--- config.mk ---
export PLATFORM = sky130hd
export DESIGN_NAME = spriteRegisterBank
export DESIGN_NICKNAME = d
export VERILOG_FILES = /design/src/source/spritePkg.sv /design/src/source/spriteRegisterBank.sv
export SDC_FILE = /design/constraint.sdc
export NUM_CORES = 2
export LEC_CHECK = 0
export BUFFER_PORTS_ARGS = -buffer_cell sky130_fd_sc_hd__buf_2
export CAP_MARGIN = 0
export CORE_ASPECT_RATIO = 0.6
export CORE_MARGIN = 4
export CORE_UTILIZATION = 46
export CTS_CLUSTER_DIAMETER = 50
export CTS_CLUSTER_SIZE = 16
export DETAILED_ROUTE_END_ITERATION = 10
export PLACE_DENSITY = 0.67
export SETUP_SLACK_MARGIN = 0.2
export SLEW_MARGIN = 20
export SYNTH_ARGS = -nofsm -noshare
export SYNTH_HDL_FRONTEND = slang
export SYNTH_SLANG_ARGS = --single-unit
--- constraint.sdc ---
create_clock -name clk -period 7.1 [get_ports clk]
set_input_delay 2.13 -clock clk [delete_from_list [all_inputs] [get_ports clk]]
set_output_delay 2.13 -clock clk [all_outputs]
set_load 0.05 [all_outputs]
--- src/source/spritePkg.sv ---
//////////////////////////////////////////////////////////////////////
// shared widths, sizes and types of the sprite instruction path.
//////////////////////////////////////////////////////////////////////
`default_nettype none

package spritePkg;

	//////////////////////////////////////////////////////////////////////
	// widths and sizes
	//////////////////////////////////////////////////////////////////////
	localparam int wordWidth        = 32;    // instruction and data words.
	localparam int opcodeWidth      = 4;     // low nibble of the first word.
	localparam int registerWidth    = 14;    // register field of an instruction.
	localparam int spriteIndexWidth = 5;     // selects one of the sprites.
	localparam int memAddressWidth  = 14;    // sprite memory address.
	localparam int colorWidth       = 9;     // rgb, 3 bits per channel.

	localparam int spriteCount = 32;         // position and offset registers.
	localparam int memoryDepth = 16384;      // words of sprite memory.

	//////////////////////////////////////////////////////////////////////
	// types
	//////////////////////////////////////////////////////////////////////
	typedef logic [wordWidth-1:0]        wordT;          // raw instruction or data word.
	typedef logic [registerWidth-1:0]    registerFieldT; // decoded register field.
	typedef logic [spriteIndexWidth-1:0] spriteIndexT;   // sprite number.
	typedef logic [memAddressWidth-1:0]  memAddressT;    // memory address, also an offset.
	typedef logic [colorWidth-1:0]       colorT;         // {r, g, b}.

	// codes 4 to 15 are illegal and never leave the decoder.
	typedef enum logic [opcodeWidth-1:0] {
		setPosition   = 4'd0,    // x/y word into a position register.
		writeMemory   = 4'd1,    // color into sprite memory.
		setOffset     = 4'd2,    // memory offset of a sprite.
		setBackground = 4'd3     // screen background color.
	} opcodeT;

	typedef enum logic [1:0] {
		idle    = 2'd0,          // waiting for a decoded instruction.
		execute = 2'd1           // one write enable is pulsed.
	} controlStateT;

endpackage

`default_nettype wire

--- src/source/spriteRegisterBank.sv ---
//////////////////////////////////////////////////////////////////////
// sprite position and offset registers, background color register.
//////////////////////////////////////////////////////////////////////
`default_nettype none

module spriteRegisterBank (
	input  wire                        clk,
	input  wire                        reset,
	input  wire                        writePosition,
	input  wire                        writeOffset,
	input  wire                        writeBackground,
	input  wire spritePkg::spriteIndexT writeIndex,
	input  wire spritePkg::wordT        writeData,
	input  wire spritePkg::spriteIndexT readIndex,
	output spritePkg::wordT             readPosition,
	output spritePkg::memAddressT       readOffset,
	output spritePkg::colorT            backgroundColor
);

	spritePkg::wordT       positions [spritePkg::spriteCount];  // {x, y} per sprite.
	spritePkg::memAddressT offsets   [spritePkg::spriteCount];  // first memory word.
	spritePkg::colorT      background;

	//////////////////////////////////////////////////////////////////////
	// register writes
	//////////////////////////////////////////////////////////////////////
	always_ff @(posedge clk or negedge reset) begin
		if (!reset) begin
			for (int i = 0; i < spritePkg::spriteCount; i++) begin
				positions[i] <= '0;
				offsets[i]   <= '0;
			end
			background <= '0;
		end else begin
			if (writePosition) begin
				positions[writeIndex] <= writeData;    // whole word.
			end
			if (writeOffset) begin
				offsets[writeIndex] <= spritePkg::memAddressT'(writeData);  // low 14 bits.
			end
			if (writeBackground) begin
				background <= spritePkg::colorT'(writeData);  // low 9 bits.
			end
		end
	end

	//////////////////////////////////////////////////////////////////////
	// reads
	//////////////////////////////////////////////////////////////////////
	assign readPosition    = positions[readIndex];   // combinational.
	assign readOffset      = offsets[readIndex];
	assign backgroundColor = background;

endmodule

`default_nettype wire

Word level (Yosys, flattened, before mapping)
Index checks and enable logic that the tools add are counted.
W data, S select, Z words.
{ "totals": {"regBits": 1481, "input_bits": 47, "elab_cells": 83} }
{ "classes": {"magnitude_cmp": 3, "n_mux": 12, "n_bitwise": 2, "reduce_logical": 1} }
{ "op_table": {"columns": ["operator", "count"], "rows": [
  ["$bwmux W1024", 1],
  ["$bwmux W448", 1],
  ["$bmux W32 S5", 1],
  ["$demux W32 S5", 1],
  ["$mux W32", 3],
  ["$bmux W14 S5", 1],
  ["$demux W14 S5", 1],
  ["$mux W14", 3],
  ["$ge A6 B6 Y1 const B", 2],
  ["$not A5 Y6", 2],
  ["$lt A6 B1 Y1 const B", 1],
  ["$logic_and A1 B1 Y1", 1]
]} }

Logic depth before layout (Yosys ltp)
{ "depth": {"word_depth": 6, "mapped_depth": 8, "ltp_nobuf": 5} }

Worst setup path after synthesis
Ideal clock, no wire load.
{ "synth_timing": {"kind": "input to output", "startpoint": "input readIndex[1]", "endpoint": "output readOffset[10]", "arrival_ns": 3.707, "required_ns": 4.970, "path_slack_ns": 1.263, "stages": 8, "path_buffers": 4, "path_cell_list": "buf_2 -> buf_2 -> buf_4 -> buf_2 -> mux2i_1 -> a21oi_1 -> a31oi_1 -> nand3_1"} }
{ "synth_between": {"elab_chain_cells": 4} }
{ "synth_lines": {"columns": ["item", "line_no", "text"], "rows": [
  ["from (decl)", "spriteRegisterBank.sv:14", "input wire spritePkg::spriteIndexT readIndex,"],
  ["$not A5 Y6 (not written as such)", "spriteRegisterBank.sv:51", "assign readOffset = offsets[readIndex];"],
  ["$bmux W14 S5", "spriteRegisterBank.sv:51", null],
  ["$mux W14 (not written as such) (2 in series)", "spriteRegisterBank.sv:51", null],
  ["to (decl)", "spriteRegisterBank.sv:16", "output spritePkg::memAddressT readOffset,"]
]} }
Every way passes these cells. The select of a mux whose other input is x is not followed.

Worst setup path after layout
{ "layout_timing": {"startpoint": "input readIndex[0]", "endpoint": "output readPosition[30]"} }
{ "layout_between": {"elab_chain_cells": 4} }
{ "layout_lines": {"columns": ["item", "line_no", "text"], "rows": [
  ["$not A5 Y6 (not written as such)", "spriteRegisterBank.sv:50", "assign readPosition = positions[readIndex];"],
  ["$bmux W32 S5", "spriteRegisterBank.sv:50", null],
  ["$mux W32 (not written as such) (2 in series)", "spriteRegisterBank.sv:50", null],
  ["to (decl)", "spriteRegisterBank.sv:15", "output spritePkg::wordT readPosition,"]
]} }
Every way passes these cells. The select of a mux whose other input is x is not followed.

==> flow_summary.toml <==
[sta]
setup_viol = 0
worst_clock_skew_ns = 0
hold_violations = 0
final.setup.tns_ns = 0
period_share_pct = 93.6
tightest_slew_ns = 1.21
hold_ws_ns = 0.485
maxSlewHeadroom_pct = 19.0
maxSlewViolCount = 0
rsz0062_at_grt = "no"
timing.fmax_mhz = 150
min_period_ns = 6.65

[die]
die_h_um = 307
die_x_um = 507
num_rows = 109
initial_core_util_pct = 46.5
core_sq_um = 148000
io_pins = 102
dieArea_sq_um = 156000

[place]
placedCellCount = 6792
io_buffers = 101
dp_hpwl_mm = 107
gp_congestion = 0.775

[finish]
nNetsFinal = 4958
fin_util_pct = 50.7
multiInputGateArea_sq_um = 29300
final_common_cell = "dfrtp_1"
regArea_sq_um = 37100
layoutNonFillerInstCount = 6989
fill_cells = 12590
layout-drive-gt1-share_pct = 38.3
area.growth.synth_to_final_pct = 9.11
final_cell_mix = "dfrtp_1, mux2_2, mux2i_1"

[critical_path]
path_cells = "buf_2, nor2b_4, buf_12, buf_12, buf_12, a22oi_1, a31oi_1, nand3_1, buf_2"
critPathSlowestCell = "nor2b_4"
cpPeakStageDelay_ns = 0.41
startpoint_type = "input port"
worstPathMaxFanout = 33
end_kind = "output pin"
crit_family = "buffers and inverters"
required_ns = 4.97
path_common_cell = "buf_12"
critPathBufInv = 5
arrival_ns = 4.52
crit_type = "in -> out"

[synth]
synth_cells = 5000
yosysSeqAreaShare_pct = 53.9
ys_warn_count = 0
synth.ff_latch_count = 1481
synth_cell_types = 31
avgSynthCellArea_sq_um = 13.7
syn-num-nets = 5047
syn_area_sq_um = 68700

[detailed_routing]
drc = 0
viasPerCell = 5.89
routed_wl_mm = 183
wl_per_cell_um = 26.2
drt_iter0_drc = 3157
first_pass_iters = 5
vias = 41171
ant_nets = 0

[min_path]
hp-class = "reg -> reg"

[clock_tree]
cts_hold_buf = 0
postCtsSetupBuffers = 0
cts_buffers = 113
cts_root_buffer = "clkbuf_16"
insertion_delay_ns = 0.74
path_clk_slew_ns = 0.07
cts_tree = "built"
h-tree-depth = 3
cts.sinks = 1481
cts_resized = 0
ctsLongestPathBuffers = 3

[global_route]
grt_pass1_vias = 42077
grt_pass1_wl_mm = 278
grt_use_total_pct = 23.4
grt-ovfl-total = 0
grt_max_degree = 183
antenna_found_initial = 13

[pwr]
p_per_area_nw_per_um2 = 280
vdd_drop_max_v = 0.000184
cellLeakagePower_nw = 34.7

[flow_run]
drv_cap = 0

[outcome]
status = "finished clean"
-- synth_stat cells, drive strengths merged --
cell	instances	area [sq um]
a21oi	138	691
a22o	92	806
a22oi	138	1040
a31oi	46	288
and2	2	12.5
buf	267	1720
clkbuf	204	766
dfrtp	1481	37100
mux2	1481	16700
mux2i	736	7370
nand2	148	556
nand2b	2	12.5
nand3	141	721
nand3b	7	114
nor2	58	536
nor2b	2	12.5
nor3	47	235
nor3b	4	35.0
or2	1	6.26
or3	1	6.26
or3b	4	37.5
-- where the power goes --
group          internal [mW]  leakage (nW)  switching, mW
logic                   1.92          14.0           1.73
clock network           3.41          1.75           3.07
registers               10.1          18.9          0.820
-- routing by layer --
layer  wire [um]  track usage, %  vias up
li1            -               -    17865
met1       87800            35.5    22038
met2       78500            33.7     1035
met3       12200            5.63      231
met4        4380            5.46        2
met5          12               0        -
-- area by class of cell --
cell class / instances / area share [%]
sequential: 1481 / 49.4
multi-input combinational: 3048 / 39.0
clock buffer: 155 / 4.28
timing repair buffer: 267 / 3.36
tap: 1998 / 3.34
clock inverter: 30 / 0.507
antenna: 10 / 0.0334
-- registers in the layout, summed over array words and instances (netlist names) --
name	count
backgroundColor	9
offsets	448
positions	1024
-- through the flow --
| stage | cell area [sq um] | power (mW) | setup WS (ns) |
|---|---|---|---|
| 2_1_floorplan | 68700 | 13.5 | 1.26 |
| 3_3_place_gp | 71300 | 14.5 | 0.436 |
| 3_5_place_dp | 71300 | 14.7 | 0.472 |
| 4_1_cts | 74900 | 21.2 | 0.477 |
| 5_1_grt | 74900 | 22.0 | 0.429 |
| 6_report | 75000 | 21.0 | 0.454 |
-- kinds of logic after synthesis --
| family | synth area share (%) |
|---|---|
| AOI/OAI and AO/OA | 4.11 |
| and+or+nand+nor | 3.32 |
| muxes | 35.0 |
| DFF | 53.9 |
| buffers and inverters | 3.62 |
-- path summary, 6_finish.rpt --
kind | to | depth (start not counted) | slack, ns | startpoint
worst max register to register | positions[161]$_DFFE_PN0P_ | 1 | 6.30 | positions[161]$_DFFE_PN0P_
worst min-delay path | positions[642]$_DFFE_PN0P_ | 1 | 0.49 | positions[642]$_DFFE_PN0P_
worst min register to register | positions[642]$_DFFE_PN0P_ | 1 | 0.49 | positions[642]$_DFFE_PN0P_
worst max-delay path | readPosition[30] | 9 | 0.45 | readIndex[0]
max in group asynchronous | positions[73]$_DFFE_PN0P_ | 3 | 3.96 | reset
min in group asynchronous | offsets[102]$_DFFE_PN0P_ | 1 | 1.23 | reset
Note: power is estimated with default switching activity, not from simulation.
