==> config.mk <==
export PLATFORM = sky130hd
export DESIGN_NAME = controlUnit_flat
export DESIGN_NICKNAME = d
export VERILOG_FILES = /design/src/source/spritePkg.sv /design/src/source/decodedInstructionIf.sv /design/src/source/controlUnit.sv /design/src/flat_wrapper.sv
export SDC_FILE = /design/constraint.sdc
export NUM_CORES = 1
export LEC_CHECK = 0
export BUFFER_PORTS_ARGS = -buffer_cell sky130_fd_sc_hd__buf_2
export CORE_MARGIN = 2
export CORE_UTILIZATION = 37
export DETAILED_ROUTE_END_ITERATION = 10
export PLACE_DENSITY_LB_ADDON = 0.12
export REMOVE_ABC_BUFFERS = 1
export SLEW_MARGIN = 20
export SYNTH_ARGS = -nofsm -noshare
export SYNTH_HDL_FRONTEND = slang
export SYNTH_SLANG_ARGS = --single-unit
export TNS_END_PERCENT = 100
==> constraint.sdc <==
create_clock -name clk -period 0.9 [get_ports clk]
set_input_delay 0.135 -clock clk [delete_from_list [all_inputs] [get_ports clk]]
set_output_delay 0.135 -clock clk [all_outputs]
set_load 0.1 [all_outputs]
==> src/source/spritePkg.sv <==
//////////////////////////////////////////////////////////////////////
// shared widths, sizes and types of the sprite instruction path.
//////////////////////////////////////////////////////////////////////
`default_nettype none

package spritePkg;

	//////////////////////////////////////////////////////////////////////
	// widths and sizes
	//////////////////////////////////////////////////////////////////////
	localparam int wordWidth        = 32;    // instruction and data words.
	localparam int opcodeWidth      = 4;     // low nibble of the first word.
	localparam int registerWidth    = 14;    // register field of an instruction.
	localparam int spriteIndexWidth = 5;     // selects one of the sprites.
	localparam int memAddressWidth  = 14;    // sprite memory address.
	localparam int colorWidth       = 9;     // rgb, 3 bits per channel.

	localparam int spriteCount = 32;         // position and offset registers.
	localparam int memoryDepth = 16384;      // words of sprite memory.

	//////////////////////////////////////////////////////////////////////
	// types
	//////////////////////////////////////////////////////////////////////
	typedef logic [wordWidth-1:0]        wordT;          // raw instruction or data word.
	typedef logic [registerWidth-1:0]    registerFieldT; // decoded register field.
	typedef logic [spriteIndexWidth-1:0] spriteIndexT;   // sprite number.
	typedef logic [memAddressWidth-1:0]  memAddressT;    // memory address, also an offset.
	typedef logic [colorWidth-1:0]       colorT;         // {r, g, b}.

	// codes 4 to 15 are illegal and never leave the decoder.
	typedef enum logic [opcodeWidth-1:0] {
		setPosition   = 4'd0,    // x/y word into a position register.
		writeMemory   = 4'd1,    // color into sprite memory.
		setOffset     = 4'd2,    // memory offset of a sprite.
		setBackground = 4'd3     // screen background color.
	} opcodeT;

	typedef enum logic [1:0] {
		idle    = 2'd0,          // waiting for a decoded instruction.
		execute = 2'd1           // one write enable is pulsed.
	} controlStateT;

endpackage

`default_nettype wire

==> src/source/decodedInstructionIf.sv <==
//////////////////////////////////////////////////////////////////////
// decoded instruction, decoder to control unit.
//////////////////////////////////////////////////////////////////////
`default_nettype none

interface decodedInstructionIf;

	logic                     valid;     // one-cycle pulse per instruction.
	spritePkg::opcodeT        opcode;    // only meaningful while valid.
	spritePkg::registerFieldT register;  // sprite number or memory address.
	spritePkg::wordT          data;      // second instruction word.

	// driven by the decoder.
	modport source (
		output valid,
		output opcode,
		output register,
		output data
	);

	// read by the control unit.
	modport sink (
		input valid,
		input opcode,
		input register,
		input data
	);

endinterface

`default_nettype wire

==> src/source/controlUnit.sv <==
//////////////////////////////////////////////////////////////////////
// control unit, executes one decoded instruction and drives ready.
//////////////////////////////////////////////////////////////////////
`default_nettype none

module controlUnit (
	input  wire                    clk,
	input  wire                    reset,
	decodedInstructionIf.sink      decoded,
	output logic                   ready,            // decoder may accept.
	output logic                   writePosition,    // position register write.
	output logic                   writeOffset,      // offset register write.
	output logic                   writeBackground,  // background register write.
	output logic                   writeMemory,      // sprite memory write.
	output spritePkg::spriteIndexT writeIndex,
	output spritePkg::memAddressT  writeAddress,
	output spritePkg::wordT        writeData
);

	spritePkg::controlStateT  state;
	logic                     settle;        // cycle after execute, still busy.
	spritePkg::opcodeT        heldOpcode;    // latched instruction.
	spritePkg::registerFieldT heldRegister;
	spritePkg::wordT          heldData;

	//////////////////////////////////////////////////////////////////////
	// state machine
	//////////////////////////////////////////////////////////////////////
	always_ff @(posedge clk or negedge reset) begin
		if (!reset) begin
			state  <= spritePkg::idle;
			settle <= 1'b0;
		end else begin
			settle <= (state == spritePkg::execute);  // memory write lands first.
			case (state)
				spritePkg::idle:    if (decoded.valid) state <= spritePkg::execute;
				spritePkg::execute: state <= spritePkg::idle;  // always a single cycle.
				default:            state <= spritePkg::idle;
			endcase
		end
	end

	always_ff @(posedge clk) begin
		if (decoded.valid) begin
			heldOpcode   <= decoded.opcode;
			heldRegister <= decoded.register;
			heldData     <= decoded.data;
		end
	end

	// low from the valid pulse until one cycle past execute.
	assign ready = !decoded.valid && (state == spritePkg::idle) && !settle;

	//////////////////////////////////////////////////////////////////////
	// write enables
	//////////////////////////////////////////////////////////////////////
	always_comb begin
		writePosition   = 1'b0;
		writeOffset     = 1'b0;
		writeBackground = 1'b0;
		writeMemory     = 1'b0;
		if (state == spritePkg::execute) begin
			case (heldOpcode)
				spritePkg::setPosition:   writePosition   = 1'b1;
				spritePkg::setOffset:     writeOffset     = 1'b1;
				spritePkg::setBackground: writeBackground = 1'b1;
				spritePkg::writeMemory:   writeMemory     = 1'b1;
				default:                  writeMemory     = 1'b0;
			endcase
		end
	end

	assign writeIndex   = spritePkg::spriteIndexT'(heldRegister);  // low 5 bits.
	assign writeAddress = heldRegister;                            // same width.
	assign writeData    = heldData;

endmodule

`default_nettype wire

==> src/flat_wrapper.sv <==
// flat-port wrapper written by rule: the top's interface ports become plain ports
module controlUnit_flat 
  (clk, reset, ready, writePosition, writeOffset, writeBackground, writeMemory, writeIndex, writeAddress, writeData, decoded_valid, decoded_opcode, decoded_register, decoded_data);
  decodedInstructionIf decoded_i ();
  input  wire clk;
  input  wire reset;
  output logic ready;
  output logic writePosition;
  output logic writeOffset;
  output logic writeBackground;
  output logic writeMemory;
  output spritePkg::spriteIndexT writeIndex;
  output spritePkg::memAddressT writeAddress;
  output spritePkg::wordT writeData;
  input wire logic [$bits(decoded_i.valid)-1:0] decoded_valid;
  input wire logic [$bits(decoded_i.opcode)-1:0] decoded_opcode;
  input wire logic [$bits(decoded_i.register)-1:0] decoded_register;
  input wire logic [$bits(decoded_i.data)-1:0] decoded_data;
  assign decoded_i.valid = decoded_valid;
  assign decoded_i.opcode = decoded_opcode;
  assign decoded_i.register = decoded_register;
  assign decoded_i.data = decoded_data;
  controlUnit u_core (.clk(clk), .reset(reset), .decoded(decoded_i), .ready(ready), .writePosition(writePosition), .writeOffset(writeOffset), .writeBackground(writeBackground), .writeMemory(writeMemory), .writeIndex(writeIndex), .writeAddress(writeAddress), .writeData(writeData));
endmodule
Word level (Yosys, flattened, before mapping)
Index checks and enable logic that the tools add are counted.
W data, S select, Z words.
{"block": "totals", "ff_bits": 53, "latchBits": 0, "ram_bits": 0, "romBits": 0, "input_bits": 53, "out_inout_bits": 56, "word_cells": 26, "memories": 0}
{"block": "op_classes", "add_sub_neg": 0, "mul": 0, "div_mod_pow": 0, "n_lt_le_gt_ge": 0, "eq_ne": 5, "n_shift": 0, "mux": 10, "bitwise_logic": 0, "reduce_logical": 6}
{"cell": "$eq A4 B2 Y1 const B", "count": 2}
{"cell": "$mux W1", "count": 8}
{"cell": "$eq A4 B1 Y1 const B", "count": 1}
{"cell": "$logic_not A4 Y1", "count": 1}
{"cell": "$mux W2", "count": 2}
{"cell": "$eq A2 B1 Y1 const B", "count": 1}
{"cell": "$logic_and A1 B1 Y1", "count": 2}
{"cell": "$logic_not A1 Y1", "count": 2}
{"cell": "$logic_not A2 Y1", "count": 1}
{"cell": "$ne A2 B2 Y1 const B", "count": 1}

Logic depth before layout (Yosys ltp)
{"block": "logic_depth", "ltp_word": 3, "mapped_depth": 2, "mapped_depth_nobuf": 2}

Least setup slack after synthesis
OpenSTA, ideal clock, no wires.
{"block": "synth_timing", "path_type": "reg2out", "start": "register u_core.heldOpcode[2]", "end": "output writeMemory", "t_arrival_ns": 3.614, "required_time_ns": 0.765, "path_slack_ns": -2.849, "stages_incl_launch_ff": 3, "n_path_buf": 0, "path_cell_list": "edfxtp_1 > nand2b_1 > nor4b_1"}
{"block": "synth_via", "elab_chain_cells": 3}
{"element": "from (decl)", "line_no": "controlUnit.sv:22", "source": "spritePkg::opcodeT heldOpcode;"}
{"element": "from (signal assigned)", "line_no": "controlUnit.sv:45", "source": "heldOpcode <= decoded.opcode;"}
{"element": "$eq A4 B1 Y1", "line_no": "controlUnit.sv:63", "source": "case (heldOpcode)"}
{"element": "$mux W1", "line_no": "controlUnit.sv:63"}
{"element": "$mux W1", "line_no": "controlUnit.sv:62", "source": "if (state == spritePkg::execute) begin"}
{"element": "to (decl)", "line_no": "flat_wrapper.sv:11", "source": "output logic writeMemory;"}
No other way between the ends.

Worst setup path in the final report
{"block": "layout_timing", "start": "register u_core.heldOpcode[1]", "end": "output writeMemory"}
Same word-level chain as after synthesis.

==> impl_metrics.py <==
metrics = {
    "status": {
        "outcome": "complete, but fails checks",
        "violations": "negative setup slack",
    },
    "placed_design": {
        "postPlaceCellArea_sq_um": 3120,
        "preCtsSetupSlack_ns": -0.435,
        "io_buffers": 108,
        "routabilityCongestion": 0.769,
        "dp_hpwl_um": 3000,
    },
    "floorplan": {
        "row_count": 24,
        "die_area_sq_um": 4990,
        "start_util": 0.380,
        "die_h_um": 70.6,
        "coreArea_sq_um": 4320,
        "num_io_pins": 109,
        "die_w_um": 70.6,
    },
    "clock_tree": {
        "cts.sinks": 52,
        "cts_buffers": 5,
        "clockRootBuffer": "clkbuf_8",
        "clkLatencyLatePin_ns": 0.30,
        "cts_max_level": 2,
        "cts_tree": "done",
        "clkTransAtPathRegs_ns": 0.09,
        "clockBufferDepth": 2,
    },
    "worst_setup_path": {
        "crit_path_start_kind": "register",
        "end_kind": "output port",
        "path_class": "reg2out",
        "slowest_delay_ns": 0.44,
        "cp_max_fo": 3,
        "crit_required_ns": 0.76,
        "crit_chain": "buf_6 > nor4b_4 > buf_4 > buf_12",
        "worstPathArrival_ns": 1.52,
        "cpMaxStageDelayCell": "edfxtp_1",
    },
    "cells_and_area": {
        "area_delta_synth_final_pct": 133,
        "fillers": 184,
        "nets": 290,
        "final_cell_area_sq_um": 3820,
        "antenna_cells": 0,
        "drive_gt1_frac": 0.567,
        "final-seq-area_sq_um": 1550,
        "multi_input_area_sq_um": 109,
    },
    "route": {
        "drc": 0,
        "routed_wl_um": 5070,
        "dr.pass1.iters": 4,
        "wl_per_cell_um": 17.5,
        "viasPerCell": 4.49,
        "final_antenna_net_count": 0,
        "drt_iter0_drc": 45,
        "vias": 1301,
    },
    "sta": {
        "hold_viol": 0,
        "fin_crit_ns": 1.65,
        "tightest_slew_ns": 0.289,
        "slew_headroom": 0.807,
        "maxSlewViolCount": 0,
        "final.period_utilization": 1.84,
        "worst_slack_ns": -0.753,
        "clock.fmax_ghz": 0.605,
        "setup_viol": 56,
        "finClkSkew_ns": 0.0000412,
        "rsz0062_at_grt": "yes",
    },
    "synth": {
        "syn_inst": 64,
        "synth_area_sq_um": 1640,
        "avgSynthCellArea_sq_um": 25.7,
        "ys_ff_latch": 52,
        "yosysWarnings": 0,
        "seq_area_frac_synth": 0.944,
        "ys_types": 9,
    },
    "global_routing": {
        "track_usage": 0.204,
        "overflow": 0,
        "grt_pass1_vias": 1439,
        "grt_max_degree": 25,
        "grt_antenna_before_repair": 0,
        "grt_pass1_wl_um": 7380,
    },
    "worst_hold_path": {
        "hp-class": "in2reg",
    },
    "pwr": {
        "p_per_area_nw_per_um2": 1820,
        "intPower_w": 0.00441,
        "p_leak_nw": 1.60,
        "peakVddDrop_mv": 1.48,
        "p_switching_w": 0.00256,
        "switching_share": 0.368,
        "seqPwrFrac": 0.438,
        "combPwrFrac": 0.372,
        "p_clk_frac": 0.190,
    },
    "flow_run": {
        "maxCapViolCount": 0,
    },
}
power by group through the flow:
stage               sequential, W  combinational, W  clock, W
global route              0.00307           0.00264   0.00146
global placement          0.00308           0.00233         0
detailed placement        0.00310           0.00235         0
floorplan                 0.00432         0.0000592         0
finish                    0.00305           0.00259   0.00133
CTS                       0.00305           0.00255   0.00135
area by class of cell:
| type | instances | area share |
|---|---|---|
| Tap cell | 52 | 0.0170 |
| Multi-Input combinational cell | 7 | 0.0285 |
| Sequential cell | 52 | 0.406 |
| Timing Repair Buffer | 171 | 0.524 |
| Clock inverter | 3 | 0.00590 |
| Clock buffer | 5 | 0.0180 |
per-layer routing:
| layer | wire length [um] | global-route usage |
|---|---|---|
| met1 | 1580 | 0.188 |
| met2 | 2980 | 0.391 |
| met3 | 442 | 0.0855 |
| met4 | 62 | 0.0776 |
| met5 | 0 | 0 |
worst max-delay path: cells and delay by family, from the launching register on:
family	cells	cell delay [ns]
AND/OR/NAND/NOR	1	0.29
flip-flops	1	0.44
buffers and inverters	3	0.48
final timing paths:
path / end / slack, ns / cells past startpoint / start
worst min register to register: u_core.settle / 0.70 / 2 / u_core.state[0]
min in group asynchronous: u_core.state[0] / 0.15 / 2 / reset
worst max-delay path: writeMemory / -0.75 / 4 / u_core.heldOpcode[1]
worst max register to register: u_core.state[0] / 0.04 / 3 / u_core.state[0]
max in group asynchronous: u_core.settle / 0.65 / 2 / reset
worst min-delay path: u_core.writeData[23] / 0.02 / 1 / decoded_data[23]
state kept, by name (all words and copies together) (netlist names):
signal / count
u_core.writeAddress: 14
u_core.settle: 1
u_core.state: 1
u_core.writeData: 32
u_core.heldOpcode: 4
cells by family after synthesis:
group / count (synthesis) / synth area share
flops: 52 / 0.944
simple gates: 7 / 0.0328
buf+inv: 5 / 0.0229
layout by cell type, fill, tap and decap left out:
| master | n |
|---|---|
| buf_12 | 57 |
| buf_2 | 52 |
| dlygate4sd3_1 | 50 |
| edfxtp_1 | 50 |
| buf_4 | 9 |
| clkbuf_8 | 5 |
| buf_6 | 3 |
| dfrtp_1 | 2 |
| nand2b_4 | 1 |
| nor4b_4 | 1 |
| and4bb_2 | 1 |
| nor4b_2 | 1 |
| nor4_4 | 1 |
| nor3_4 | 1 |
| nor2b_1 | 1 |
| clkinv_4 | 1 |
| inv_6 | 1 |
| clkinv_2 | 1 |
metrics by stage:
stage          utilization  power (W)  TNS, ns  hold slack [ns]  instances
2_1_floorplan            -    0.00438   -23.53           -0.161         59
3_3_place_gp         0.721    0.00541    -1.37          -0.0781        228
3_5_place_dp         0.721    0.00545    -1.71          -0.0762        228
4_1_cts              0.868    0.00695   -12.64          0.00133        285
5_1_grt              0.883    0.00717   -14.46          0.00253        290
6_report             0.883    0.00697   -12.24           0.0241        290
timing repair:
action	4_1_cts	5_1_grt
resized for setup	12	4
gates cloned	0	0
hold endpoints to repair	47	4
hold buffers	46	4
pin swaps	4	2
setup buffers	3	1
setup endpoints to repair	56	57
Yosys cell counts, drive strengths merged:
cell type  instances  share of area
and4bb             1         0.0076
buf                5          0.023
dfrtp              2          0.030
edfxtp            50           0.91
nand2b             1         0.0038
nor2b              1         0.0038
nor3               1         0.0030
nor4               1         0.0038
nor4b              2          0.011
No activity file was read; power rests on OpenSTA's default activity.
