`src/source/spritePkg.sv`:
```
//////////////////////////////////////////////////////////////////////
// shared widths, sizes and types of the sprite instruction path.
//////////////////////////////////////////////////////////////////////
`default_nettype none

package spritePkg;

	//////////////////////////////////////////////////////////////////////
	// widths and sizes
	//////////////////////////////////////////////////////////////////////
	localparam int wordWidth        = 32;    // instruction and data words.
	localparam int opcodeWidth      = 4;     // low nibble of the first word.
	localparam int registerWidth    = 14;    // register field of an instruction.
	localparam int spriteIndexWidth = 5;     // selects one of the sprites.
	localparam int memAddressWidth  = 14;    // sprite memory address.
	localparam int colorWidth       = 9;     // rgb, 3 bits per channel.

	localparam int spriteCount = 32;         // position and offset registers.
	localparam int memoryDepth = 16384;      // words of sprite memory.

	//////////////////////////////////////////////////////////////////////
	// types
	//////////////////////////////////////////////////////////////////////
	typedef logic [wordWidth-1:0]        wordT;          // raw instruction or data word.
	typedef logic [registerWidth-1:0]    registerFieldT; // decoded register field.
	typedef logic [spriteIndexWidth-1:0] spriteIndexT;   // sprite number.
	typedef logic [memAddressWidth-1:0]  memAddressT;    // memory address, also an offset.
	typedef logic [colorWidth-1:0]       colorT;         // {r, g, b}.

	// codes 4 to 15 are illegal and never leave the decoder.
	typedef enum logic [opcodeWidth-1:0] {
		setPosition   = 4'd0,    // x/y word into a position register.
		writeMemory   = 4'd1,    // color into sprite memory.
		setOffset     = 4'd2,    // memory offset of a sprite.
		setBackground = 4'd3     // screen background color.
	} opcodeT;

	typedef enum logic [1:0] {
		idle    = 2'd0,          // waiting for a decoded instruction.
		execute = 2'd1           // one write enable is pulsed.
	} controlStateT;

endpackage

`default_nettype wire

```
`src/source/decodedInstructionIf.sv`:
```
//////////////////////////////////////////////////////////////////////
// decoded instruction, decoder to control unit.
//////////////////////////////////////////////////////////////////////
`default_nettype none

interface decodedInstructionIf;

	logic                     valid;     // one-cycle pulse per instruction.
	spritePkg::opcodeT        opcode;    // only meaningful while valid.
	spritePkg::registerFieldT register;  // sprite number or memory address.
	spritePkg::wordT          data;      // second instruction word.

	// driven by the decoder.
	modport source (
		output valid,
		output opcode,
		output register,
		output data
	);

	// read by the control unit.
	modport sink (
		input valid,
		input opcode,
		input register,
		input data
	);

endinterface

`default_nettype wire

```
`src/source/instructionDecoder.sv`:
```
//////////////////////////////////////////////////////////////////////
// instruction decoder, accepts a two-word instruction and splits it.
//////////////////////////////////////////////////////////////////////
`default_nettype none

module instructionDecoder (
	input  wire                   clk,
	input  wire                   reset,
	input  wire                   strobe,    // host presents an instruction.
	input  wire                   ready,     // control unit can take one.
	input  wire spritePkg::wordT  wordA,     // opcode and register bits.
	input  wire spritePkg::wordT  wordB,     // data word.
	decodedInstructionIf.source   decoded
);

	logic                     legal;         // opcode is one of the four.
	logic                     accept;        // instruction taken this edge.
	spritePkg::registerFieldT fieldSelect;   // register field before the flop.

	//////////////////////////////////////////////////////////////////////
	// field selection
	//////////////////////////////////////////////////////////////////////
	always_comb begin
		legal       = 1'b1;
		fieldSelect = '0;
		case (wordA[3:0])
			spritePkg::setPosition,
			spritePkg::setOffset: begin
				// sprite number sits in bits 8 to 4, upper bits ignored.
				fieldSelect = spritePkg::registerFieldT'(wordA[8:4]);
			end
			spritePkg::writeMemory: begin
				fieldSelect = wordA[13:0];          // full memory address.
			end
			spritePkg::setBackground: begin
				fieldSelect = '0;                   // single register, no index.
			end
			default: begin
				legal = 1'b0;                       // dropped without effect.
			end
		endcase
	end

	assign accept = strobe && ready && legal;   // strobes while busy are lost.

	//////////////////////////////////////////////////////////////////////
	// output registers
	//////////////////////////////////////////////////////////////////////
	always_ff @(posedge clk or negedge reset) begin
		if (!reset) begin
			decoded.valid <= 1'b0;
		end else begin
			decoded.valid <= accept;                // high for exactly one cycle.
		end
	end

	// payload only loads on an accepted instruction.
	always_ff @(posedge clk) begin
		if (accept) begin
			decoded.opcode   <= spritePkg::opcodeT'(wordA[3:0]);
			decoded.register <= fieldSelect;
			decoded.data     <= wordB;
		end
	end

endmodule

`default_nettype wire

```
`src/flat_wrapper.sv`:
```
// flat-port wrapper written by rule: the top's interface ports become plain ports
module instructionDecoder_flat 
  (clk, reset, strobe, ready, wordA, wordB, decoded_valid, decoded_opcode, decoded_register, decoded_data);
  decodedInstructionIf decoded_i ();
  input  wire clk;
  input  wire reset;
  input  wire strobe;
  input  wire ready;
  input  wire spritePkg::wordT wordA;
  input  wire spritePkg::wordT wordB;
  output wire logic [$bits(decoded_i.valid)-1:0] decoded_valid;
  output wire logic [$bits(decoded_i.opcode)-1:0] decoded_opcode;
  output wire logic [$bits(decoded_i.register)-1:0] decoded_register;
  output wire logic [$bits(decoded_i.data)-1:0] decoded_data;
  assign decoded_valid = decoded_i.valid;
  assign decoded_opcode = decoded_i.opcode;
  assign decoded_register = decoded_i.register;
  assign decoded_data = decoded_i.data;
  instructionDecoder u_core (.clk(clk), .reset(reset), .strobe(strobe), .ready(ready), .wordA(wordA), .wordB(wordB), .decoded(decoded_i));
endmodule
```
`config.mk`:
```
export PLATFORM = sky130hd
export DESIGN_NAME = instructionDecoder_flat
export DESIGN_NICKNAME = d
export VERILOG_FILES = /design/src/source/spritePkg.sv /design/src/source/decodedInstructionIf.sv /design/src/source/instructionDecoder.sv /design/src/flat_wrapper.sv
export SDC_FILE = /design/constraint.sdc
export NUM_CORES = 1
export LEC_CHECK = 0
export BUFFER_PORTS_ARGS = -buffer_cell sky130_fd_sc_hd__buf_4
export CORE_ASPECT_RATIO = 0.7
export CORE_MARGIN = 2
export CORE_UTILIZATION = 25
export CTS_BUF_LIST = sky130_fd_sc_hd__clkbuf_8
export CTS_CLUSTER_DIAMETER = 120
export CTS_CLUSTER_SIZE = 24
export DETAILED_ROUTE_END_ITERATION = 8
export GPL_ROUTABILITY_DRIVEN = 0
export PLACE_DENSITY_LB_ADDON = 0.15
export SYNTH_ARGS = -nofsm -noshare
export SYNTH_HDL_FRONTEND = slang
export SYNTH_SLANG_ARGS = --single-unit
```
`constraint.sdc`:
```
create_clock -name clk -period 0.8 [get_ports clk]
set_clock_uncertainty 0.05 [all_clocks]
set_input_delay 0.08 -clock clk [delete_from_list [all_inputs] [get_ports clk]]
set_output_delay 0.08 -clock clk [all_outputs]
set_load 0.005 [all_outputs]
```
======== Word-level counts from Yosys, hierarchy flattened ========
Cells that the tools add are included.
Widths: inputs -> output; s select.
operators by class
  equal/unequal tests ..................... 3
  multiplexer cells ....................... 2
  reductions and logical operators ........ 5
operators with widths
  operator            count
  $pmux 14 s2         1
  $eq 4x2->1 const B  2
  $eq 4x1->1 const B  1
  $logic_not 4->1     1
  $reduce_or 4->1     1
  $logic_and 1x1->1   2
  $reduce_or 2->1     1
  $mux 1              1
storage, ports and cells
  register bits after elaboration ......... 51
  bits of input ports ..................... 68
  output and inout bits ................... 51
  word-level logic and storage cells ...... 14

======== Longest topological paths before layout ========
Gate-level depths: netlist of run 1.
  depth in word-level cells ............... 4
  depth in mapped cells ................... 2
  gate-level depth less buffers ........... 2

======== Worst setup path before layout of run 1 ========
Ideal clock, no wire load.
  kind .................................... input-to-reg
  start point ............................. input wordA[3]
  end point ............................... register u_core.decoded.data[0], enable pin
  setup time .............................. 0.522 ns
  arrival ................................. 3.629 ns
  required time ........................... 0.228 ns
  setup slack ............................. -3.401 ns
  stages .................................. 1
  path buffers ............................ 0
  cells stage by stage .................... nor3_1
on the way
  cells in the longest elaborated chain, start to end .. 4
  elaborated cells between the ends (all ways) .. 7
  those cells by class .................... eq/ne: 3; mux: 1; reduce/logical: 3
RTL lines
  what                                      RTL line                    source
  from (decl)                               flat_wrapper.sv:9           input wire spritePkg::wordT wordA;
  $eq 4x2->1, or another cell as far along  instructionDecoder.sv:26    case (wordA[3:0])
  $reduce_or 4->1 (no line) *               --
  $mux 1 *                                  instructionDecoder.sv:26
  $logic_and 1x1->1 *                       instructionDecoder.sv:44    assign accept = strobe && ready && legal;
  to (signal assigned)                      instructionDecoder.sv:62    decoded.data <= wordB;
  to (decl)                                 decodedInstructionIf.sv:18  output data
Mark *: on every way between the ends. The rest lies on a longest branch, timed or not.
A chain may end at the register's enable or synchronous reset.

======== Worst setup path after layout of run 1 ========
  start point ............................. register u_core.decoded.register[0]
  end point ............................... output decoded_register[0]
RTL lines
  what                    RTL line                    source
  from (decl)             decodedInstructionIf.sv:17  output register,
  from (signal assigned)  instructionDecoder.sv:61    decoded.register <= fieldSelect;
  to (decl)               flat_wrapper.sv:13          output wire logic [$bits(decoded_i.register)-1:0] decoded_register;
No word-level cell between the ends.

==> metrics.txt, run 1 <==
std cell rows=24; Worst-path clk slew=about 0.090 ns; die area=7404 µm²; Clock Power Share=around 29%; post-route minimum period=between 0.9 and 1 ns; DRC viols=0; area of the core=6366 µm²; CP max stage cell=edfxtp_1; first-pass GRT wire length=roughly 6400 µm; total number of vias=1220; Clock Sinks=approximately 50; final setup vio count=slightly above 50; run status=finished with violations; grt ovf=0; Worst Path Arrival=between 0.8 and 0.9 ns; Hold EP=u_core.decoded.register[10]$_DFFE_PP_; drt wl/cell=13.72 µm; Worst Path Max Fanout=1; worst relative slew slack=83.71%; Final WS setup=-0.1775 ns; failing checks=setup timing; Post-Synth Adder-Cell Area=0%; crit start category=flip-flop; RSZ-0062 raised after global routing=yes; crit path cell chain=buf_6; initial core utilization=between 20% and 30%; Compound-Gate Fraction of Synth Area=0.8935%; root buffer cell=clkbuf_8; largest net degree at the start of global routing=21; post-synth net total=approximately 140; fraction of layout instances using a drive strength above 1=between 50 and 60%; DP Area=2661 µm²; switching part of the total power=19.57%; CP endpoint kind=output port; power density cells=between 1500 and 2000 nW/µm²; CTS Buf Count=5; Setup Crit Path Kind=flip-flop to output port; Synth Area in XOR/XNOR=0%; Post-Syn Instances=73; CTS Buffer Depth=2; Vias/cell=around 3.8; H-tree depth=2; Nets=294; initial antenna violation count=0; I/O Buffers=100; measured slew at the worst slew-check pin=0.2425 ns; Synth cell types=9; io pins=around 120; Inst Count DP=around 270; Int Pwr=4.142 mW; post-route cell area=approximately 3300 µm²; fin. max-slew vios=0; HP Start=wordA[10]; Min-Delay Path Class=input pin to flip-flop; CP top delay family=flip-flops; final wirelength=roughly 4400 µm; Synth Area in Simple Gates=between 8 and 9%; initial drt markers=34; Switch Pwr=between 1 and 1.5 mW; Tcrit/Tclk final=122.2%; antenna cells=0; number of global-route vias before repair=between 1000 and 1500; Total GRT Usage=11.73%; P&R area growth vs syn=94.12%; sequential fraction of the synthesis area=between 90 and 100%; FF+latch count, synth=approximately 50; final cell count without fillers=around 320; Max VDD drop=between 0.0006 and 0.0007 V; CP Data Required Time=around 0.67 ns; Flop pwr share=58.9%; WP buf/inv=1; detailed placement HPWL=about 2800 µm; hold depth=2; Die Width=102.0 µm; Ys Warns=0; Leakage=around 1.3 nW; main combinational cell family by area after synthesis=simple AND/OR/NAND/NOR gates; post-synthesis mux area share=0%; CP max stage delay=roughly 0.42 ns; Max Cap Viol=0; Die Y=a little over 70 µm; CTS tree=yes; Post-Synthesis Cell Area=between 1500 and 2000 µm²; 1st-pass router iterations=2; Syn Area/Cell=about 23 µm²; Peak Freq=slightly above 1000 MHz; # hold bufs at CTS=34; Final Hold Vio Count=0; Comb power frac=a little under an eighth; antenna viol nets, final=0
-- per-stage QoR --
step	util [%]	setup WS, ns	power (mW)	hold WS (ns)	TNS, ns
2_1_floorplan	-	-1.009	3.152	-0.2656	-51.29
3_3_place_gp	41.80	-0.2949	3.515	-0.1944	-16.86
3_5_place_dp	41.80	-0.3307	3.526	-0.1934	-18.73
4_1_cts	49.51	-0.1949	5.203	-0.009588	-7.946
5_1_grt	51.24	-0.2200	5.391	-0.002191	-9.455
6_report	51.24	-0.1775	5.149	0.005068	-7.016
-- area by class of cell --
| class | count | area [µm²] |
|---|---|---|
| Fill cell | 564 | 3104 |
| Sequential cell | 51 | 1526 |
| Timing Repair Buffer | 146 | 1354 |
| Multi-Input combinational cell | 22 | 172.7 |
| Tap cell | 91 | 113.9 |
| Clock buffer | 6 | 82.58 |
| Clock inverter | 2 | 12.51 |
-- cells in the mapped netlist --
| master | instances | area [µm²] |
|---|---|---|
| a211oi_1 | 2 | 15.01 |
| and2_1 | 12 | 75.07 |
| dfrtp_1 | 1 | 25.02 |
| edfxtp_1 | 50 | 1501 |
| nand2_1 | 1 | 3.750 |
| nand2b_1 | 3 | 18.77 |
| nand3b_1 | 1 | 7.510 |
| nor3_1 | 2 | 10.01 |
| nor4b_4 | 1 | 23.77 |
-- registers in the layout, summed over array words and instances, names as in the netlist --
name / count
u_core.decoded.data: 32
u_core.decoded.register: 14
u_core.decoded.opcode: 4
u_core.decoded.valid: 1
-- logic make-up (layout without fill, tap and decap cells) --
group,count (synthesis),in the layout
AOI/OAI and AO/OA,2,2
and+or+nand+nor,20,20
buffers and inverters,0,154
DFF,51,51
-- power by group through the flow --
stage	Sequential [mW]	Combinational, mW	Clock [mW]
CTS	3.03	0.590	1.58
global route	3.04	0.659	1.69
detailed placement	3.09	0.435	0
global placement	3.09	0.424	0
floorplan	3.10	0.0474	0
finish	3.04	0.614	1.50
-- per-layer routing --
layer	part of all wire, %	track usage (%)
met5	0	0
met4	0.48	4.000
met3	12	5.556
met2	46	19.66
met1	42	13.27
-- placed cells by master (no fill, tap or decap), drive strengths merged --
master	n
clkinv	1
buf	110
nor3	2
clkbuf	8
a211oi	2
nand2	1
nand2b	3
and2	12
nor4b	1
dfrtp	1
nand3b	1
edfxtp	50
dlygate4sd3	34
inv	1
-- how the worst max path moves through the flow --
stage	from	to	slack (ns)	depth (start not counted)
final	u_core.decoded.register[0]$_DFFE_PP_	decoded_register[0]	-0.18	1
after global routing	u_core.decoded.register[4]$_DFFE_PP_	decoded_register[4]	-0.22	1
after CTS	u_core.decoded.register[0]$_DFFE_PP_	decoded_register[0]	-0.19	1
after global placement	wordA[3]	u_core.decoded.data[0]$_DFFE_PP_	-0.29	3
after detailed placement	wordA[3]	u_core.decoded.data[0]$_DFFE_PP_	-0.33	3
after floorplan	wordA[3]	u_core.decoded.data[0]$_DFFE_PP_	-1.01	1
-- what timing repair did --
action	CTS	global route
endpoints found under the setup margin	57	69
gates resized for setup	3	15
endpoints found under the hold margin	38	1
pin swaps	1	1
gates cloned	1	2
setup buffers	1	0
(Power assumes the default switching activity.)
==> run 2, diff against run 1 <==
Settings changed: ABC_AREA from default to 1.
==> metrics.txt, run 2 <==
run status=finished with violations; Ys Warns=0 (unchanged); initial drt markers=23 (-32%); antenna cells=0 (unchanged); most common cell after layout, fill and taps aside=buf_4; CTS Buf Count=5 (unchanged); CTS Buffer Depth=2 (unchanged); Synth area leader=edfxtp_1; Syn Area/Cell=20.12 µm² (-13%); CP endpoint kind=output port; final wirelength=4184 µm (-4.1%); most common cell in the synthesized netlist=edfxtp_1; P&R area growth vs syn=88.91%; post-route cell area=3156 µm² (-3.3%); Max VDD drop=0.0008447 V (+40%); CTS tree=yes; Synth cell types=11 (+2); fraction of layout instances using a drive strength above 1=50.00% (-3.7 points); H-tree depth=2 (unchanged); Core Util, Final=49.80% (-1.4 points); Post-Synthesis Cell Area=1670 µm² (-0.60%); RSZ-0062 raised after global routing=yes; Vias/cell=3.789 (-1.2%); Min-Delay Path Class=input pin to flip-flop; first-pass GRT wire length=5913 µm (-7.3%); Synth Area in Simple Gates=6.367% (-1.9 points); Tcrit/Tclk final=121.5% (-0.66 points); post-route minimum period=0.9722 ns (-0.005288 ns); Pwr Total=5.345 mW (+3.8%); Peak Freq=1029 MHz (+0.54%); number of global-route vias before repair=1245 (-3.0%); Compound-Gate Fraction of Synth Area=0% (-0.89 points); Final TNS setup=-7.210 ns (-0.1946 ns); Setup Crit Path Kind=flip-flop to output port; area of the core=6336 µm² (-0.47%); Nets=299 (+1.7%); grt ovf=0 (unchanged); largest net degree at the start of global routing=21 (unchanged); worst hold slack=0.03297 ns (+0.02790 ns); Post-Synth Adder-Cell Area=0% (unchanged); 1st-pass router iterations=4 (+2); EDFF count, synth=50 (unchanged); initial antenna violation count=0 (unchanged); Largest register FFs=32 (unchanged); WP buf/inv=1 (unchanged); async set-or-reset flop fraction in the synthesized netlist=1.961% (unchanged); power density cells=1694 nW/µm² (+7.3%); antenna viol nets, final=0 (unchanged); main combinational cell family by area after synthesis=simple AND/OR/NAND/NOR gates; Max Cap Viol=0 (unchanged); DRC viols=0 (unchanged); CP top delay family=flip-flops; Final WS setup=-0.1722 ns (+0.005288 ns); largest register by flop count=u_core.decoded.data; synth cell count leaders=edfxtp_1, nor2_1, inv_1; final setup vio count=51 (unchanged); CP Data Required Time=0.67 ns (about the same); commonest cells after routing, fill and taps aside=buf_4, edfxtp_1, dlygate4sd3_1, buf_6, nor2_1; sequential fraction of the synthesis area=91.39% (+0.54 points); worst relative slew slack=88.55% (+4.8 points); Worst Path Arrival=0.84 ns (about the same); FF+latch count, synth=51 (unchanged); root buffer cell=clkbuf_8; Post-Syn Instances=83 (+14%); io pins=119 (unchanged); crit path cell chain=buf_6; Die Y=72.39 µm (-0.28%); drt wl/cell=12.95 µm (-5.6%); share of the synthesized area in the top cell type=89.89% (+0.54 points); Synth Flop Type=edfxtp_1; Final Hold Vio Count=0 (unchanged); Setup Fix Bufs, Post-CTS=0 (-1); post-synthesis mux area share=0% (unchanged); measured slew at the worst slew-check pin=0.1715 ns (-0.07094 ns); Worst Path Max Fanout=1 (unchanged); initial core utilization=26.36% (-0.033 points); Worst-path clk slew=0.09 ns (about the same); fin. max-slew vios=0 (unchanged); CP max stage delay=0.42 ns (about the same); die area=7362 µm² (-0.57%); post-synth net total=151 (+7.1%); largest cells by area after synthesis=edfxtp_1, nor2_1, inv_1; Synth Area in XOR/XNOR=0% (unchanged); total number of vias=1224 (+0.33%); failing checks=setup timing; top flop regs=u_core.decoded.data (32), u_core.decoded.register (14), u_core.decoded.opcode (4); Leakage=1.297 nW (about the same); Clock Sinks=51 (unchanged); Die Width=101.7 µm (-0.29%); I/O Buffers=100 (unchanged); std cell rows=24 (unchanged); DP Area=2608 µm² (-2.0%); Total GRT Usage=10.78% (-0.94 points); crit start category=flip-flop; CP max stage cell=edfxtp_1
run 2: final cells by class:
class                   instances  area (µm²)
clock inverters                 3       41.29
multi-input cells              22       111.4
fillers                       548        3181
flip-flops and latches         51        1526
clock buffers                   5       68.82
inverters                      10       37.54
repair buffers                141        1256
well taps                      91       113.9
run 2: worst min-delay path, delay by kind of cell:
family        cells  cell delay [ns]
buf+inv           2             0.10
simple gates      1             0.08
run 2: through the flow:
stage,instances,setup WS [ns]
global placement,278,-0.2640
CTS,323,-0.1878
global route,323,-0.2205
floorplan,83,-0.3985
detailed placement,278,-0.2872
finish,323,-0.1722
run 2: final timing paths:
kind | slack (ns) | endpoint | startpoint | cells past startpoint
worst min-delay path | 0.03 | u_core.decoded.register[9]$_DFFE_PP_ | wordA[9] | 3
worst max-delay path | -0.17 | decoded_register[4] | u_core.decoded.register[4]$_DFFE_PP_ | 1
max in group asynchronous | 0.58 | u_core.decoded.valid$_DFF_PN0_ | reset | 2
min in group asynchronous | 0.04 | u_core.decoded.valid$_DFF_PN0_ | reset | 2
run 2: timing repair:
item	in CTS	in global routing
hold endpoints to repair	37	0
hold buffers	37	0
gates resized for setup	6	12
setup endpoints to repair	51	51
run 2: cell families (layout without fill, tap and decap cells):
family | Yosys count | after routing
flops | 51 | 51
simple gates | 22 | 22
buf+inv | 10 | 159
run 2: per-layer routing:
layer  global-route usage [%]  vias up  wire, µm
met2                    17.25       71      1909
met4                    1.802        0         0
met1                    12.76      564      1705
met3                    6.455        0       570
met5                        0        -         0
li1                         -      589         -
run 2: report_power, final:
| part | internal (mW) | switching [mW] | total (mW) |
|---|---|---|---|
| clock network | 0.921 | 0.816 | 1.74 |
| logic | 0.398 | 0.172 | 0.570 |
| registers | 3.01 | 0.0267 | 3.04 |
| total | 4.33 | 1.01 | 5.35 |
==> run 3, diff against run 2 <==
Settings changed: RECOVER_POWER from default to 25, SKIP_LAST_GASP from default to 1.
==> metrics.txt, run 3 (same netlist as run 2, synthesis figures left out) <==
CTS Buf Count=5 (unchanged); RSZ-0062 raised after global routing=yes; HP Start=wordA[9]; Min-Delay Path Class=input pin to flip-flop; root buffer cell=clkbuf_8; largest register by flop count=u_core.decoded.data; Pwr Total=5.335 mW (-0.18%); fin. max-slew vios=0 (unchanged); Total GRT Usage=10.78% (unchanged); CP top delay family=flip-flops; Leakage=1.283 nW (-1.1%); Die Width=101.7 µm (unchanged); CP Data Required Time=0.67 ns (about the same); grt ovf=0 (unchanged); Setup Fix Bufs, Post-CTS=0 (unchanged); worst hold slack=0.03297 ns (+0.0000001000 ns); Largest register FFs=32 (unchanged); Peak Freq=1027 MHz (-0.12%); I/O Buffers=100 (unchanged); number of global-route vias before repair=1245 (unchanged); run status=finished with violations; die area=7362 µm² (unchanged); DRC viols=0 (unchanged); Vias/cell=3.765 (-0.65%); Flop pwr share=56.9% (about the same); post-route cell area=3134 µm² (-0.67%); fillers=551 (+0.55%); power density cells=1702 nW/µm² (+0.50%); Comb power frac=10.4% (-0.3 points); Worst-path clk slew=0.09 ns (about the same); area of the core=6336 µm² (unchanged); fraction of layout instances using a drive strength above 1=48.71% (-1.3 points); largest net degree at the start of global routing=21 (unchanged); Worst Path Max Fanout=1 (unchanged); Worst Path Arrival=0.84 ns (about the same); Setup Crit Path Kind=flip-flop to output port; CP endpoint kind=output port; CP max stage cell=edfxtp_1; Final WS setup=-0.1733 ns (-0.001131 ns); crit start category=flip-flop; antenna viol nets, final=0 (unchanged); initial core utilization=26.36% (unchanged); initial antenna violation count=0 (unchanged); first-pass GRT wire length=5913 µm (unchanged); final setup vio count=101 (+98%); drt wl/cell=12.91 µm (-0.31%); commonest cells after routing, fill and taps aside=buf_4, edfxtp_1, dlygate4sd3_1, buf_6, nor2_1; switching part of the total power=18.99% (about the same); crit path cell chain=buf_6; Die Y=72.39 µm (unchanged); H-tree depth=2 (unchanged); most common cell after layout, fill and taps aside=buf_4; Inst Count DP=278 (unchanged); measured slew at the worst slew-check pin=0.3149 ns (+0.1434 ns); Max Cap Viol=0 (unchanged); top flop regs=u_core.decoded.data (32), u_core.decoded.register (14), u_core.decoded.opcode (4); total number of vias=1216 (-0.65%); Tcrit/Tclk final=121.7% (+0.14 points); Int Pwr=4.322 mW (-0.20%); final cell count without fillers=323 (unchanged); io pins=119 (unchanged); CP max stage delay=0.42 ns (about the same); CTS Buffer Depth=2 (unchanged); 1st-pass router iterations=4 (unchanged); worst relative slew slack=79.08% (-9.5 points); antenna cells=0 (unchanged); Clock Power Share=32.6% (about the same); post-route minimum period=0.9733 ns (+0.001131 ns); failing checks=setup timing; WP buf/inv=1 (unchanged); Clock Sinks=51 (unchanged); Switch Pwr=1.013 mW (-0.10%); std cell rows=24 (unchanged); area occupied by multi-input gates=93.84 µm² (-16%); CTS tree=yes; Max VDD drop=0.0008473 V (+0.31%); P&R area growth vs syn=87.64%; Final Hold Vio Count=0 (unchanged); Nets=299 (unchanged); final wirelength=4171 µm (-0.31%); initial drt markers=19 (-17%); CP startpoint=u_core.decoded.register[4]$_DFFE_PP_; register area=1526 µm² (unchanged); DP Area=2608 µm² (unchanged)
## run 3: path summary, 6_finish.rpt
| path | endpoint | slack [ns] | depth (start not counted) |
|---|---|---|---|
| max | decoded_register[4] | -0.17 | 1 |
| min | u_core.decoded.register[9]$_DFFE_PP_ | 0.03 | 3 |
| max in group asynchronous | u_core.decoded.valid$_DFF_PN0_ | 0.56 | 2 |
| min in group asynchronous | u_core.decoded.valid$_DFF_PN0_ | 0.05 | 2 |
## run 3: final cells by class
cell class	count	share of cell area, %
flip-flops and latches	51	48.70
multi-input cells	22	2.994
clock inverters	3	1.317
well taps	91	3.633
repair buffers	141	39.96
clock buffers	5	2.196
inverters	10	1.198
## run 3: what timing repair did
action	CTS	global route
hold endpoints to repair	37	0
hold buffers	37	0
resized for setup	6	12
setup endpoints to repair	51	51
## run 3: power by group through the flow
stage,Sequential [mW],Combinational [mW],Clock (mW)
finish,3.04,0.556,1.74
global route,3.05,0.599,1.95
global placement,3.09,0.402,0
floorplan,3.10,0.0548,0
detailed placement,3.09,0.410,0
CTS,3.03,0.563,1.81
## run 3: routing by layer
| metal | track usage [%] | vias up | wire (µm) |
|---|---|---|---|
| met5 | 0 | - | 0 |
| met3 | 6.455 | 0 | 543 |
| met2 | 17.25 | 67 | 1897 |
| met4 | 1.802 | 0 | 0 |
| met1 | 12.76 | 561 | 1730 |
| li1 | - | 588 | - |
## run 3: per-stage QoR
stage	setup WS [ns]	setup TNS (ns)	utilization (%)
finish	-0.1733	-12.90	49.47
detailed placement	-0.2872	-14.34	41.15
global placement	-0.2640	-13.07	41.15
floorplan	-0.3985	-20.12	-
CTS	-0.1878	-8.016	49.09
global route	-0.2205	-19.71	49.47
